**src/softmax_defs.svh**
```systemverilog
/*
 * Word format, tile geometry and fixed-point constants for the softmax datapath
 */
`ifndef SOFTMAX_DEFS_SVH
`define SOFTMAX_DEFS_SVH

// Q16.16 element format
`define SOFTMAX_WIDTH 32
`define SOFTMAX_FRAC 16

// Vector geometry, element count must be a whole number of tiles
`define SOFTMAX_TILE 4
`define SOFTMAX_ELEMS 32
`define SOFTMAX_TILES (`SOFTMAX_ELEMS / `SOFTMAX_TILE)
`define SOFTMAX_ADDR_W ($clog2(`SOFTMAX_TILES))

// Exp sum grows by log2 of the element count
`define SOFTMAX_SUM_W (`SOFTMAX_WIDTH + $clog2(`SOFTMAX_ELEMS + 1))
`define SOFTMAX_TILE_W (`SOFTMAX_WIDTH * `SOFTMAX_TILE)

// ln(2) and log2(e) in Q16.16
`define SOFTMAX_LN2_Q 32'h0000_B172
`define SOFTMAX_LOG2E_Q 32'h0001_7154

`endif

```
**src/softmax_pkg.sv**
```systemverilog
/*
 * Shared types: Q16.16 word with integer/fraction view, controller states
 */
`include "softmax_defs.svh"

package softmax_pkg;

    // One Q16.16 word, seen whole or split at the binary point
    typedef union packed {
        logic signed [`SOFTMAX_WIDTH-1:0] raw;
        struct packed {
            logic signed [`SOFTMAX_WIDTH-`SOFTMAX_FRAC-1:0] int_part;
            logic [`SOFTMAX_FRAC-1:0]                       frac;
        } fields;
    } q16_word_t;

    // Phases of one softmax run
    typedef enum logic [2:0] {
        S_IDLE   = 3'd0,
        S_LOAD   = 3'd1,
        S_PASS1  = 3'd2,
        S_DRAIN1 = 3'd3,
        S_LN     = 3'd4,
        S_PASS2  = 3'd5,
        S_DONE   = 3'd6
    } softmax_state_t;

endpackage

```
**src/softmax_ctrl.sv**
```systemverilog
/*
 * Phase FSM, tile counters and buffer addresses
 * Also holds the output tile register and the done pulse
 */
`timescale 1ns/1ps
`include "softmax_defs.svh"

module softmax_ctrl import softmax_pkg::*; (
    input  logic                        clk,
    input  logic                        rst_n,
    input  logic                        start,
    input  logic                        tile_in_valid,
    input  logic [`SOFTMAX_TILE_W-1:0]  exp_tile,
    output logic                        wr_en,
    output logic [`SOFTMAX_ADDR_W-1:0]  wr_addr,
    output logic [`SOFTMAX_ADDR_W-1:0]  rd_addr,
    output logic                        max_clear,
    output logic                        max_en,
    output logic                        use_ln,
    output logic                        sum_clear,
    output logic                        sum_en,
    output logic                        ln_load,
    output logic [`SOFTMAX_TILE_W-1:0]  y_tile,
    output logic                        tile_out_valid,
    output logic                        done
);

    localparam int LAST = `SOFTMAX_TILES - 1;

    softmax_state_t state;
    softmax_state_t state_next;

    logic launch;
    logic wr_last;
    logic rd_run;
    logic rd_last;
    logic pass2_rd_d;
    logic out_load;
    logic drained;

    // Start only counts between runs
    assign launch  = start && ((state == S_IDLE) || (state == S_DONE));
    // Tiles outside the load phase are dropped
    assign wr_en   = tile_in_valid && (state == S_LOAD);
    assign wr_last = wr_en && (int'(wr_addr) == LAST);
    assign rd_last = rd_run && (int'(rd_addr) == LAST);

    assign max_clear = launch;
    assign max_en    = wr_en;
    assign sum_clear = launch;
    assign use_ln    = (state == S_PASS2);
    assign ln_load   = (state == S_LN);

    // RAM data of a pass-two read is ready one cycle later
    assign out_load = pass2_rd_d;
    // Last output tile is on the port and nothing follows
    assign drained  = tile_out_valid && !out_load;

    always_comb begin
        state_next = state;
        case (state)
            S_IDLE:   if (launch) state_next = S_LOAD;
            S_LOAD:   if (wr_last) state_next = S_PASS1;
            S_PASS1:  if (rd_last) state_next = S_DRAIN1;
            S_DRAIN1: state_next = S_LN;
            S_LN:     state_next = S_PASS2;
            S_PASS2:  if (drained) state_next = S_DONE;
            S_DONE:   state_next = launch ? S_LOAD : S_IDLE;
            default:  state_next = S_IDLE;
        endcase
    end

    always_ff @(posedge clk) begin
        if (!rst_n) begin
            state   <= S_IDLE;
            wr_addr <= '0;
            rd_addr <= '0;
            rd_run  <= 1'b0;
        end else begin
            state <= state_next;

            // Write address doubles as the loaded tile count
            if (launch || wr_last) begin
                wr_addr <= '0;
            end else if (wr_en) begin
                wr_addr <= wr_addr + 1'b1;
            end

            // Read sweep for either pass, one tile per cycle
            if (wr_last || (state == S_LN)) begin
                rd_run  <= 1'b1;
                rd_addr <= '0;
            end else if (rd_last) begin
                rd_run  <= 1'b0;
                rd_addr <= '0;
            end else if (rd_run) begin
                rd_addr <= rd_addr + 1'b1;
            end
        end
    end

    // Read strobes delayed to line up with RAM output
    always_ff @(posedge clk) begin
        if (!rst_n) begin
            sum_en     <= 1'b0;
            pass2_rd_d <= 1'b0;
        end else begin
            sum_en     <= rd_run && (state == S_PASS1);
            pass2_rd_d <= rd_run && (state == S_PASS2);
        end
    end

    // Output tile register and end-of-run pulse
    always_ff @(posedge clk) begin
        if (!rst_n) begin
            y_tile         <= '0;
            tile_out_valid <= 1'b0;
            done           <= 1'b0;
        end else begin
            if (out_load) begin
                y_tile <= exp_tile;
            end
            tile_out_valid <= out_load;
            done           <= (state == S_PASS2) && drained;
        end
    end

endmodule

```
**config.mk**
```make
export PLATFORM = sky130hd
export DESIGN_NAME = softmax_ctrl
export DESIGN_NICKNAME = d
export VERILOG_FILES = /design/src/softmax_pkg.sv /design/src/softmax_ctrl.sv
export VERILOG_INCLUDE_DIRS = /design/src
export SDC_FILE = /design/constraint.sdc
export NUM_CORES = 1
export LEC_CHECK = 0
export ABC_AREA = 1
export BUFFER_PORTS_ARGS = -buffer_cell sky130_fd_sc_hd__buf_2
export CELL_PAD_IN_SITES_DETAIL_PLACEMENT = 1
export CELL_PAD_IN_SITES_GLOBAL_PLACEMENT = 2
export CORE_ASPECT_RATIO = 2
export CORE_MARGIN = 2
export CORE_UTILIZATION = 26
export CTS_BUF_LIST = sky130_fd_sc_hd__clkbuf_4
export DETAILED_ROUTE_END_ITERATION = 12
export GPL_TIMING_DRIVEN = 0
export PLACE_DENSITY_LB_ADDON = 0.15
export SYNTH_ARGS = -nofsm -noshare
export SYNTH_HDL_FRONTEND = slang
export SYNTH_SLANG_ARGS = --single-unit
```
**constraint.sdc**
```tcl
create_clock -name clk -period 1.8 [get_ports clk]
set_input_delay 0.36 -clock clk [delete_from_list [all_inputs] [get_ports clk]]
set_output_delay 0.36 -clock clk [all_outputs]
set_load 0.02 [all_outputs]
```
==> results of run 1 <==
## synthesized netlist by cell type
cell / n / area [sq um]
sky130_fd_sc_hd__buf_2: 5 / 25.02
sky130_fd_sc_hd__buf_4: 15 / 112.6
sky130_fd_sc_hd__clkbuf_1: 26 / 97.59
sky130_fd_sc_hd__dfxtp_1: 142 / 2843
sky130_fd_sc_hd__ha_1: 4 / 50.05
sky130_fd_sc_hd__inv_1: 21 / 78.83
sky130_fd_sc_hd__mux2i_1: 2 / 20.02
sky130_fd_sc_hd__nand2_1: 19 / 71.32
sky130_fd_sc_hd__nand2_2: 2 / 12.51
sky130_fd_sc_hd__nand3_1: 4 / 20.02
sky130_fd_sc_hd__nand3_2: 1 / 10.01
sky130_fd_sc_hd__nand4_1: 3 / 18.77
sky130_fd_sc_hd__nor2_1: 277 / 1040
sky130_fd_sc_hd__nor3_1: 2 / 10.01
sky130_fd_sc_hd__nor3_4: 1 / 16.27
sky130_fd_sc_hd__nor4_1: 1 / 6.260
sky130_fd_sc_hd__o21ai_0: 128 / 640.6
sky130_fd_sc_hd__o21ai_1: 1 / 5.000
sky130_fd_sc_hd__o21ai_2: 1 / 8.760
sky130_fd_sc_hd__o31ai_1: 1 / 7.510
sky130_fd_sc_hd__xnor2_1: 2 / 17.52
## cell families (layout without fill, tap and decap cells)
family	count (synthesis)	after routing	share of synthesized area [%]
and+or+nand+nor	310	310	23.57
xor gates and xnor gates	2	2	0.3428
muxes	2	2	0.3917
buffers and inverters	67	501	6.144
DFF	142	142	55.62
other	0	1	0
AOI/OAI and AO/OA	131	131	12.95
adders and majority gates	4	4	0.9792
## power by group
| part | switching, mW | total [mW] | internal (mW) |
|---|---|---|---|
| Sequential | 0.0611 | 3.25 | 3.19 |
| Combinational | 0.470 | 1.01 | 0.536 |
| Clock | 1.13 | 1.96 | 0.831 |
## worst max-delay path: cells and delay by family (launching register included)
| kind | cells | cell delay (ns) |
|---|---|---|
| buffers and inverters | 10 | 1.06 |
| DFF | 1 | 0.41 |
| and+or+nand+nor | 5 | 0.32 |
## final cells by class
cell class | instances | area (sq um)
diodes | 1 | 2.502
fillers | 2463 | 10880
clock inverters | 10 | 98.84
plain buffers | 46 | 235.2
repair buffers | 404 | 2668
well taps | 259 | 324.1
inverters | 21 | 83.83
flip-flops and latches | 142 | 2854
clock buffers | 20 | 150.1
multi-input cells | 449 | 1986
## path summary, 6_finish.rpt
kind / endpoint / startpoint / cells past startpoint / slack, ns
worst max-delay path: state[0] / state[1] / 15 / -0.11
worst max register to register: state[0] / state[1] / 15 / -0.11
worst min-delay path: y_tile[103] / exp_tile[103] / 3 / 0.05
worst min register to register: done / tile_out_valid / 2 / 0.48
## state kept, by name (all words and copies together) (netlist names)
register,cells
y_tile,128
rd_addr,3
state,3
wr_addr,3
done,1
out_load,1
rd_run,1
sum_en,1
tile_out_valid,1
## cell usage in the layout, fill, tap and decap left out, drive strengths merged
cell type / n
nor2: 277
buf: 307
clkinv: 7
inv: 21
nand3: 5
nand4: 3
ha: 4
dlygate4sd3: 117
diode: 1
dfxtp: 142
xnor2: 2
nor4: 1
bufinv: 2
mux2i: 2
nand2: 21
o21ai: 130
clkbuf: 46
nor3: 3
clkinvlp: 1
o31ai: 1
## routing by layer
metal	GRT usage (%)	vias up	wire length, um	share of wire, %
li1	-	2935	-	-
met1	17.25	2665	6986	35
met2	39.10	190	11470	57
met3	5.498	24	1202	6.0
met4	7.331	0	430	2.1
met5	0	-	0	0
## repair_timing
action                                  4_1_cts  5_1_grt
endpoints found under the setup margin        6        7
hold buffers                                117        0
resized for setup                            22        7
buffers inserted                             14        1
gates cloned                                  0        0
pin swaps                                     1        3
hold endpoints to repair                    117        0
==> reports/results.env, run 1 <==
SETUP_TNS_NS=-0.4470
DIE_WIDTH_UM=103.1
CTS_MAX_PATH_BUFFERS=2
DIE_HEIGHT_UM=202.3
FIN_AREA_SQ_UM=8402
CELL_AT_THE_ROOT_OF_THE_CLOCK_TREE='sky130_fd_sc_hd__clkbuf_4'
TIMING.CLOCK.SKEW_NS=0.01931
SYNTH.LIB_CELLS_USED.DISTINCT=21
IO_BUFFERS=273
GLOBALPLACE.CONGESTION=0.7457
VIAS=5814
CTS_MAX_LEVEL=4
HOLD_VIOL=0
INITIALDRTVIOLATIONCOUNT=64
POST-PLACE-CELLS=1190
VIA_COUNT_OF_THE_FIRST_GLOBAL_ROUTING_PASS=6406
FINAL_UTIL_PCT=43.58
WORSTSETUPSTARTPOINTTYPE='register'
WORSTSKEWPAIRLATENCY_NS=0.55
FINAL_CRITICAL_PATH_SETUP_SLACK_NS=-0.1123
TIMING.FINAL.MAX_SLEW_VIOLATIONS=0
WORSTPATHCELLLIST='inv_6 > nor3_4 > inv_2 > buf_4 > buf_6 > buf_4 > buf_4 > buf_4 > buf_4 > buf_4 > buf_4 > nor2_4 > nor2_1 > nand2_1 > nor2_1'
SYNTH_CELLS=658
DETAIL_ROUTE.FIRST_PASS.ITERATIONS=4
WORST-ENDPOINT-ARRIVAL_NS=2.35
CTS_TREE='built'
GRT_FIRST_PASS_WIRELENGTH_UM=31260
CRITICAL_PATH.MAX_FANOUT=4
GRT_UTIL_ALL_LAYERS_PCT=19.51
LEAKAGE_nW=4.405
TIGHTEST_SLEW_NS=0.5208
MAXCLOCKFREQUENCY_MHz=522.9
UNREPAIRED_SETUP_ENDPOINTS_AFTER_GLOBAL_ROUTING='yes'
DIE_AREA_SQ_UM=20860
HOLD_PATH_CLASS='in2reg'
GRT_ANTENNA_BEFORE_REPAIR=1
VDD.IR_DROP.WORST_uV=381.4
YS.WARNINGS.COUNT=0
POWER_mW=6.218
NUMCTSBUFFERS=17
DRIVE_ABOVE_1_SHARE_PCT=32.23
WORST_HOLD_MARGIN_NS=0.05400
WORST_PATH_MOST_REPEATED_CELL='sky130_fd_sc_hd__buf_4'
LAYOUT.CELLS.NON_FILLER=1352
SYNTH_AREA_PER_CELL_SQ_UM=7.768
GRT_MAX_DEGREE=17
GRT_OVERFLOW_TOTAL=0
IOPINCOUNT=275
CLOCK_SINKS=142
VIOLATIONS='negative setup slack'
POSTSYNTHREGISTERBITS=142
COREAREA_SQ_UM=19280
REQUIRED_NS=2.24
FLOORPLAN.INITIALDENSITY_PCT=26.51
NNETSFINAL=1217
DRC=0
DRT-TOTAL-WL_UM=20090
MAX_SLEW_MARGIN_PCT=65.28
MINIMUM_CLOCK_PERIOD_NS=1.912
LAYOUT_WORST_PATH_CYCLE_SHARE_PCT=106.2
SYNTH.CELL_AREA_SQ_UM=5111
CTS.CLK_SLEW.WORST_PATHS_NS=0.12
OUTCOME='finished, violations left'
DRV.MAX_CAP_VIOLATION_COUNT=0
WORST-SETUP-PATH-TYPE='reg2reg'
SYNTH_FP_NETS=794
TIMING.CRITICAL_PATH.TO_TYPE='register'
PRE_CTS_WS_NS=0.1218
ROUTED_WIRE_LENGTH_PER_INSTANCE_UM=14.86
VIA_PER_INST=4.300
HPWL_UM=14730
POWER_PER_UNIT_OF_STANDARD_CELL_AREA_nW_PER_UM2=740.0
ROUTE.ANTENNA.REMAINING_NETS=0
ROW_COUNT=72
TIMING.FINAL.SETUP_VIOLATIONS=5
TIMING.CRITICAL_PATH.SLOWEST_CELL_DELAY_NS=0.41
YOSYSSEQAREASHARE_PCT=55.62
SYN_TO_FINAL_GROWTH_PCT=64.38
AREA_POST_PLACEMENT_SQ_UM=6802
CRITPATHSLOWESTCELL='sky130_fd_sc_hd__dfxtp_4'
No activity file was read; power rests on OpenSTA's default activity.
==> run 2, diff against run 1 <==
Clock period 1.8 ns to 2.4 ns, I/O delays scaled along.
==> run 2 against run 1 <==
- the flow now finishes without violations
- worst hold slack improved by 0.097 ns
- critical path depth decreased by 11
- first-iteration DRC count fell by 45%
- flip-flop and latch count stayed put
- register-to-register slack better by 0.93 ns
- utilization is 6.8 points lower
- largest power group unchanged
==> reports/results.env, run 2 (synthesis results as in run 1) <==
INTERNAL-POWER_mW=3.224  # -29%
TIMING.CLOCK.SKEW_NS=0.01810  # -0.001214 ns
POWER_PER_UNIT_OF_STANDARD_CELL_AREA_nW_PER_UM2=618.6  # -16%
DIE_HEIGHT_UM=202.3  # unchanged
DIE_WIDTH_UM=103.1  # unchanged
GRT_ANTENNA_BEFORE_REPAIR=4  # +3
TIMING.HOLD.WORST_PATH_DEPTH=3  # unchanged
VDD.IR_DROP.WORST_uV=274.3  # -28%
WORST_R2R_ENDPOINT='y_tile[17]'
WORST_HOLD_MARGIN_NS=0.1512  # +0.09724 ns
NFILLCELLS=2559  # +3.9%
RRSETUPSLACK_NS=0.82  # +0.93 ns
WORST-ENDPOINT-ARRIVAL_NS=1.69  # -0.66 ns
GRT_FIRST_PASS_WIRELENGTH_UM=28250  # -9.6%
VIA_COUNT_OF_THE_FIRST_GLOBAL_ROUTING_PASS=5618  # -12%
NNETSFINAL=1088  # -11%
INITIALDRTVIOLATIONCOUNT=35  # -45%
COMBPWRFRAC_PCT=11.2  # -5.0 points
GRT_MAX_DEGREE=17  # unchanged
UNREPAIRED_SETUP_ENDPOINTS_AFTER_GLOBAL_ROUTING='no'
SYN_TO_FINAL_GROWTH_PCT=38.63
SEQUENTIALPOWERSHARE_PCT=55.4  # +3.1 points
IO_BUFFERS=273  # unchanged
LAYOUT.AREA.SEQ_SQ_UM=2848  # -0.22%
DRIVE_ABOVE_1_SHARE_PCT=34.27  # +2.0 points
TIMING.FINAL.SETUP_VIOLATIONS=0  # -5
CRITICAL_PATH.MAX_FANOUT=7  # +3
WORSTPATHCELLLIST='nand2_2 > nor3_4 > buf_4 > buf_2'
P_SW_SHARE_PCT=26.45  # -0.20 points
CRITPATHSLOWESTCELL='sky130_fd_sc_hd__dfxtp_1'
CTS_TREE='built'
HOLD_PATH_CLASS='in2reg'
VIA_PER_INST=4.292  # -0.19%
CRITPATHTOPFAMILY='flip-flops'
TIMING.FINAL.MAX_SLEW_VIOLATIONS=0  # unchanged
MINIMUM_CLOCK_PERIOD_NS=2.172
CTS.CLK_SLEW.WORST_PATHS_NS=0.12  # about the same
DRT-TOTAL-WL_UM=18410  # -8.4%
WORST-SETUP-PATH-TYPE='reg2out'
OUTCOME='completed'
TIGHTEST_SLEW_NS=0.5142  # -0.006662 ns
CTS_MAX_PATH_BUFFERS=2  # unchanged
ROW_COUNT=72  # unchanged
GRT_UTIL_ALL_LAYERS_PCT=17.85  # -1.7 points
HPWL_UM=14730  # unchanged
FLOORPLAN.INITIALDENSITY_PCT=26.51  # unchanged
LEAKAGE_nW=3.854  # -13%
WORST_HOLD_PATH.ENDPOINT='y_tile[28]'
DRV.MAX_CAP_VIOLATION_COUNT=0  # unchanged
PRE_CTS_WS_NS=0.6309  # +0.5090 ns
DEPTH_OF_THE_WORST_REGISTER_TO_REGISTER_PATH=6  # -9
DETAIL_ROUTE.FIRST_PASS.ITERATIONS=3  # -1
REQUIRED_NS=1.92  # -0.32 ns
HP-START='exp_tile[28]'
MULTIINPUTGATEAREA_SQ_UM=1959  # -1.3%
DRC=0  # unchanged
VIAS=5262  # -9.5%
TIMING.CRITICAL_PATH.SLOWEST_CELL_DELAY_NS=0.49  # +0.08 ns
SETUP_TNS_NS=0  # +0.4470 ns
MAXCLOCKFREQUENCY_MHz=460.4
WORST_R2R_STARTPOINT='out_load'
WORSTSKEWPAIRLATENCY_NS=0.54  # about the same
GRT_OVERFLOW_TOTAL=0  # unchanged
WORSTSETUPSTARTPOINTTYPE='register'
CTS_MAX_LEVEL=4  # unchanged
TIMING.CRITICAL_PATH.TO_TYPE='output port'
CELL_AT_THE_ROOT_OF_THE_CLOCK_TREE='sky130_fd_sc_hd__clkbuf_4'
LAYOUT_WORST_PATH_CYCLE_SHARE_PCT=90.49
COREAREA_SQ_UM=19280  # unchanged
RELATIVE_CONTRIBUTION_OF_THE_CLOCK_NETWORK_TO_TOTAL_POWER_PCT=33.5  # +2.0 points
FINAL_COMMON_CELL='sky130_fd_sc_hd__buf_2'
GLOBALPLACE.CONGESTION=0.7457  # unchanged
NETSWITCHINGPOWER_mW=1.159  # -30%
ROUTED_WIRE_LENGTH_PER_INSTANCE_UM=15.02  # +1.0%
FINAL_CRITICAL_PATH_SETUP_SLACK_NS=0.2281  # +0.3404 ns
IOPINCOUNT=275  # unchanged
CRITPATHBUFINV=2  # -8
POST-PLACE-CELLS=1190  # unchanged
LARGEST_REGISTER_FF_COUNT=128  # unchanged
FINAL_CELL_MIX='sky130_fd_sc_hd__buf_2, sky130_fd_sc_hd__nor2_1, sky130_fd_sc_hd__dfxtp_1, sky130_fd_sc_hd__o21ai_0, sky130_fd_sc_hd__clkbuf_1'
LAYOUT.CELLS.NON_FILLER=1226  # -9.3%
ROUTE.ANTENNA.REMAINING_NETS=0  # unchanged
MAX_SLEW_MARGIN_PCT=65.72  # +0.44 points
NUMCTSBUFFERS=17  # unchanged
CLOCK_SINKS=142  # unchanged
REGMOSTFLOPS='y_tile'
HOLD_VIOL=0  # unchanged
DIE_AREA_SQ_UM=20860  # unchanged
run 2: worst min-delay path, cell delays in order:
cell	delay [ns]
sky130_fd_sc_hd__buf_2	0.07
sky130_fd_sc_hd__nor2_1	0.03
sky130_fd_sc_hd__nor2_1	0.08
run 2: how the worst max path moves through the flow:
stage	start	end	slack, ns	depth (start not counted)
6_report	state[0]	wr_en	0.23	4
5_1_grt	state[2]	sum_clear	0.05	8
4_1_cts	state[2]	sum_clear	0.002	8
3_5_place_dp	rst_n	y_tile[78]	0.63	5
3_3_place_gp	state[2]	sum_clear	0.64	8
2_1_floorplan	state[2]	sum_clear	0.74	7
run 2: timing repair:
action	4_1_cts	5_1_grt
setup buffers	0	2
setup endpoints to repair	0	3
resized for setup	0	4
hold buffers	0	0
run 2: power groups by stage:
| stage | clock network, mW | registers (mW) | logic, mW |
|---|---|---|---|
| floorplan | 0 | 2.48 | 0.268 |
| global placement | 0 | 2.48 | 0.484 |
| detailed placement | 0 | 2.48 | 0.487 |
| CTS | 1.56 | 2.43 | 0.489 |
| global route | 1.65 | 2.44 | 0.550 |
| finish | 1.47 | 2.43 | 0.489 |
run 2: cell type report:
type,count,share of cell area (%)
Inverter,21,1.112
Buffer,46,3.320
Tap cell,259,4.574
Multi-Input combinational cell,449,27.65
Clock inverter,10,1.395
Clock buffer,20,2.119
Antenna cell,4,0.1413
Timing Repair Buffer,275,19.49
Sequential cell,142,40.19
run 2: per-stage QoR:
stage | power [mW] | area, sq um | utilization (%)
after floorplan | 2.748 | 5111 | -
after global placement | 2.962 | 6802 | 35.28
after detailed placement | 2.966 | 6802 | 35.28
after CTS | 4.476 | 7051 | 36.57
after global routing | 4.640 | 7086 | 36.75
final | 4.383 | 7086 | 36.75
run 2: per-layer routing:
| layer | vias to the layer above | GRT usage, % | share of wire [%] |
|---|---|---|---|
| li1 | 2680 | - | - |
| met1 | 2383 | 15.79 | 34 |
| met2 | 181 | 34.83 | 56 |
| met3 | 18 | 6.362 | 7.7 |
| met4 | 0 | 6.814 | 1.9 |
| met5 | - | 0 | 0 |
==> run 3, diff against run 2 <==
Settings changed: CORE_ASPECT_RATIO 2 to 0.75.
==> run 3 against run 2 <==
- wire length shrank 1.1%
- combinational power about the same
- flip-flop and latch count is the same
- utilization hardly changed
- die area down 0.27%
- clock-buffer cell count down 1
- maximum frequency is 3.4% lower
- worst hold slack lost 0.0085 ns
==> reports/results.env, run 3 (synthesis results as in run 1) <==
OUTCOME='completed'
FINAL_COMMON_CELL='sky130_fd_sc_hd__buf_2'
LARGEST_REGISTER_FF_COUNT=128  # unchanged
CRIT_START='state[0]'
VIA_PER_INST=4.279  # -0.30%
NUMCTSBUFFERS=17  # unchanged
INITIALDRTVIOLATIONCOUNT=199  # +470%
UNREPAIRED_SETUP_ENDPOINTS_AFTER_GLOBAL_ROUTING='no'
CTS_MAX_PATH_BUFFERS=2  # unchanged
WORST_HOLD_MARGIN_NS=0.1428  # -0.008457 ns
WORST-ENDPOINT-ARRIVAL_NS=1.77  # +0.08 ns
LAYOUT_WORST_PATH_CYCLE_SHARE_PCT=93.71  # +3.2 points
DRV.MAX_CAP_VIOLATION_COUNT=0  # unchanged
ROW_COUNT=44  # -39%
GLOBAL_ROUTE.USAGE.MET1_PCT=22.70  # +6.9 points
DIE_AREA_SQ_UM=20810  # -0.27%
CTS_TREE='built'
DIE_HEIGHT_UM=125.4  # -38%
ROUTED_WIRE_LENGTH_PER_INSTANCE_UM=14.94  # -0.49%
REGMOSTFLOPS='y_tile'
FINAL_UTIL_PCT=36.75  # about the same
GRT_FIRST_PASS_WIRELENGTH_UM=28670  # +1.5%
MET2_TRACK_DEMAND_OVER_RESOURCE_IN_GLOBAL_ROUTING_PCT=26.63  # -8.2 points
WORST_R2R_STARTPOINT='out_load'
TIMING.CLOCK.SKEW_NS=0.02515  # +0.007051 ns
LEAKAGE_nW=3.854  # about the same
NNETSFINAL=1088  # unchanged
IO_BUFFERS=273  # unchanged
DRT-TOTAL-WL_UM=18220  # -1.1%
TIMING.CRITICAL_PATH.TO_TYPE='output port'
FLOORPLAN.INITIALDENSITY_PCT=26.45  # -0.062 points
DRC=0  # unchanged
SETUP_TNS_NS=0  # unchanged
VDD.IR_DROP.WORST_uV=200.1  # -27%
GRT_UTIL_ALL_LAYERS_PCT=17.42  # -0.44 points
TIMING.FINAL.MAX_SLEW_VIOLATIONS=0  # unchanged
MAX_SLEW_MARGIN_PCT=71.46  # +5.7 points
CRITICAL_PATH.MAX_FANOUT=7  # unchanged
DETAIL_ROUTE.FIRST_PASS.ITERATIONS=4  # +1
HP-START='exp_tile[125]'
HPWL_UM=14010  # -4.9%
POSTCTSHOLDBUFS=0  # unchanged
ROUTE.ANTENNA.REMAINING_NETS=0  # unchanged
GRT_OVERFLOW_TOTAL=0  # unchanged
CTS.CLK_SLEW.WORST_PATHS_NS=0.14  # +0.02 ns
GRT_MAX_DEGREE=17  # unchanged
COREAREA_SQ_UM=19320  # +0.23%
LAYOUT.CELLS.NON_FILLER=1219  # -0.57%
CELL_AT_THE_ROOT_OF_THE_CLOCK_TREE='sky130_fd_sc_hd__clkbuf_4'
HOLD_VIOL=0  # unchanged
VIA_COUNT_OF_THE_FIRST_GLOBAL_ROUTING_PASS=5227  # -7.0%
VIAS=5216  # -0.87%
TIGHTEST_SLEW_NS=0.4281  # -0.08604 ns
WORSTSKEWPAIRLATENCY_NS=0.55  # about the same
SYN_TO_FINAL_GROWTH_PCT=38.92
CTS_MAX_LEVEL=4  # unchanged
GLOBALROUTE.BUSIESTLAYER='met2'
POWER_PER_UNIT_OF_STANDARD_CELL_AREA_nW_PER_UM2=632.4  # +2.2%
TIMING.FINAL.SETUP_VIOLATIONS=0  # unchanged
GRT_UTIL_MET3_PCT=7.059  # +0.70 points
DIE_WIDTH_UM=165.9  # +61%
GLOBALPLACE.CONGESTION=0.7444  # -0.17%
NFILLCELLS=2492  # -2.6%
DRIVE_ABOVE_1_SHARE_PCT=34.40  # +0.14 points
GRT_ANTENNA_BEFORE_REPAIR=3  # -1
MINIMUM_CLOCK_PERIOD_NS=2.249  # +0.07707 ns
FINAL_CELL_MIX='sky130_fd_sc_hd__buf_2, sky130_fd_sc_hd__nor2_1, sky130_fd_sc_hd__dfxtp_1, sky130_fd_sc_hd__o21ai_0, sky130_fd_sc_hd__clkbuf_1'
WORSTSETUPSTARTPOINTTYPE='register'
CLOCK_SINKS=142  # unchanged
POST-PLACE-CELLS=1184  # -0.50%
HOLD_PATH_CLASS='in2reg'
POWER_mW=4.490  # +2.4%
IOPINCOUNT=275  # unchanged
WORST-SETUP-PATH-TYPE='reg2out'
REQUIRED_NS=1.92  # about the same
MAXCLOCKFREQUENCY_MHz=444.7  # -3.4%
-- run 3: changes by cell type in the layout (fill, tap and decap cells not counted), sizes merged --
cell and change:
clkinvlp +3, diode -3, clkinv -2, inv +2, clkbuf -1
-- run 3: report_power, final --
group          total [mW]  leakage [nW]  switching, mW  internal [mW]
logic               0.488          2.57          0.277          0.211
registers            2.43          1.14         0.0367           2.39
clock network        1.58         0.141          0.933          0.644
total                4.49          3.85           1.25           3.24
-- run 3: final cells by class --
cell class / instances / area [sq um] / share of cell area, %
tap: 253 / 316.6 / 4.458
inverter: 21 / 78.83 / 1.110
sequential: 142 / 2848 / 40.11
clock buffer: 19 / 142.6 / 2.009
buffer: 46 / 235.2 / 3.313
antenna: 1 / 2.502 / 0.03524
timing repair buffer: 275 / 1381 / 19.45
clock inverter: 13 / 141.4 / 1.991
multi-input combinational: 449 / 1954 / 27.52
-- run 3: layer usage --
metal	part of all wire, %	wire length, um	vias to the layer above
li1	-	-	2680
met1	48	8729	2352
met2	43	7848	160
met3	7.7	1405	20
met4	1.1	206	4
met5	0.13	24	-
-- run 3: stage by stage --
stage,cell area (sq um),setup slack (ns)
final,7101,0.1510
after global routing,7101,0.01153
after CTS,7079,0.07807
after detailed placement,6794,0.6342
after global placement,6794,0.6152
after floorplan,5111,0.7423
-- run 3: worst paths after layout --
kind | end | slack (ns) | cells past startpoint
worst max-delay path | wr_en | 0.15 | 4
worst max register to register | y_tile[25] | 0.78 | 6
worst min register to register | done | 0.47 | 2
worst min-delay path | y_tile[125] | 0.14 | 3
-- run 3: critical path: stages (launching register included) --
cell and delay (ns):
sky130_fd_sc_hd__dfxtp_1 0.48, sky130_fd_sc_hd__nand2_2 0.13, sky130_fd_sc_hd__nor3_4 0.32, sky130_fd_sc_hd__buf_4 0.16, sky130_fd_sc_hd__buf_2 0.15
-- run 3: repair_timing --
action	4_1_cts	5_1_grt
pin swaps	0	1
endpoints found under the hold margin	0	0
gates resized for setup	1	2
cloned	0	0
endpoints found under the setup margin	1	2
buffers inserted	0	2
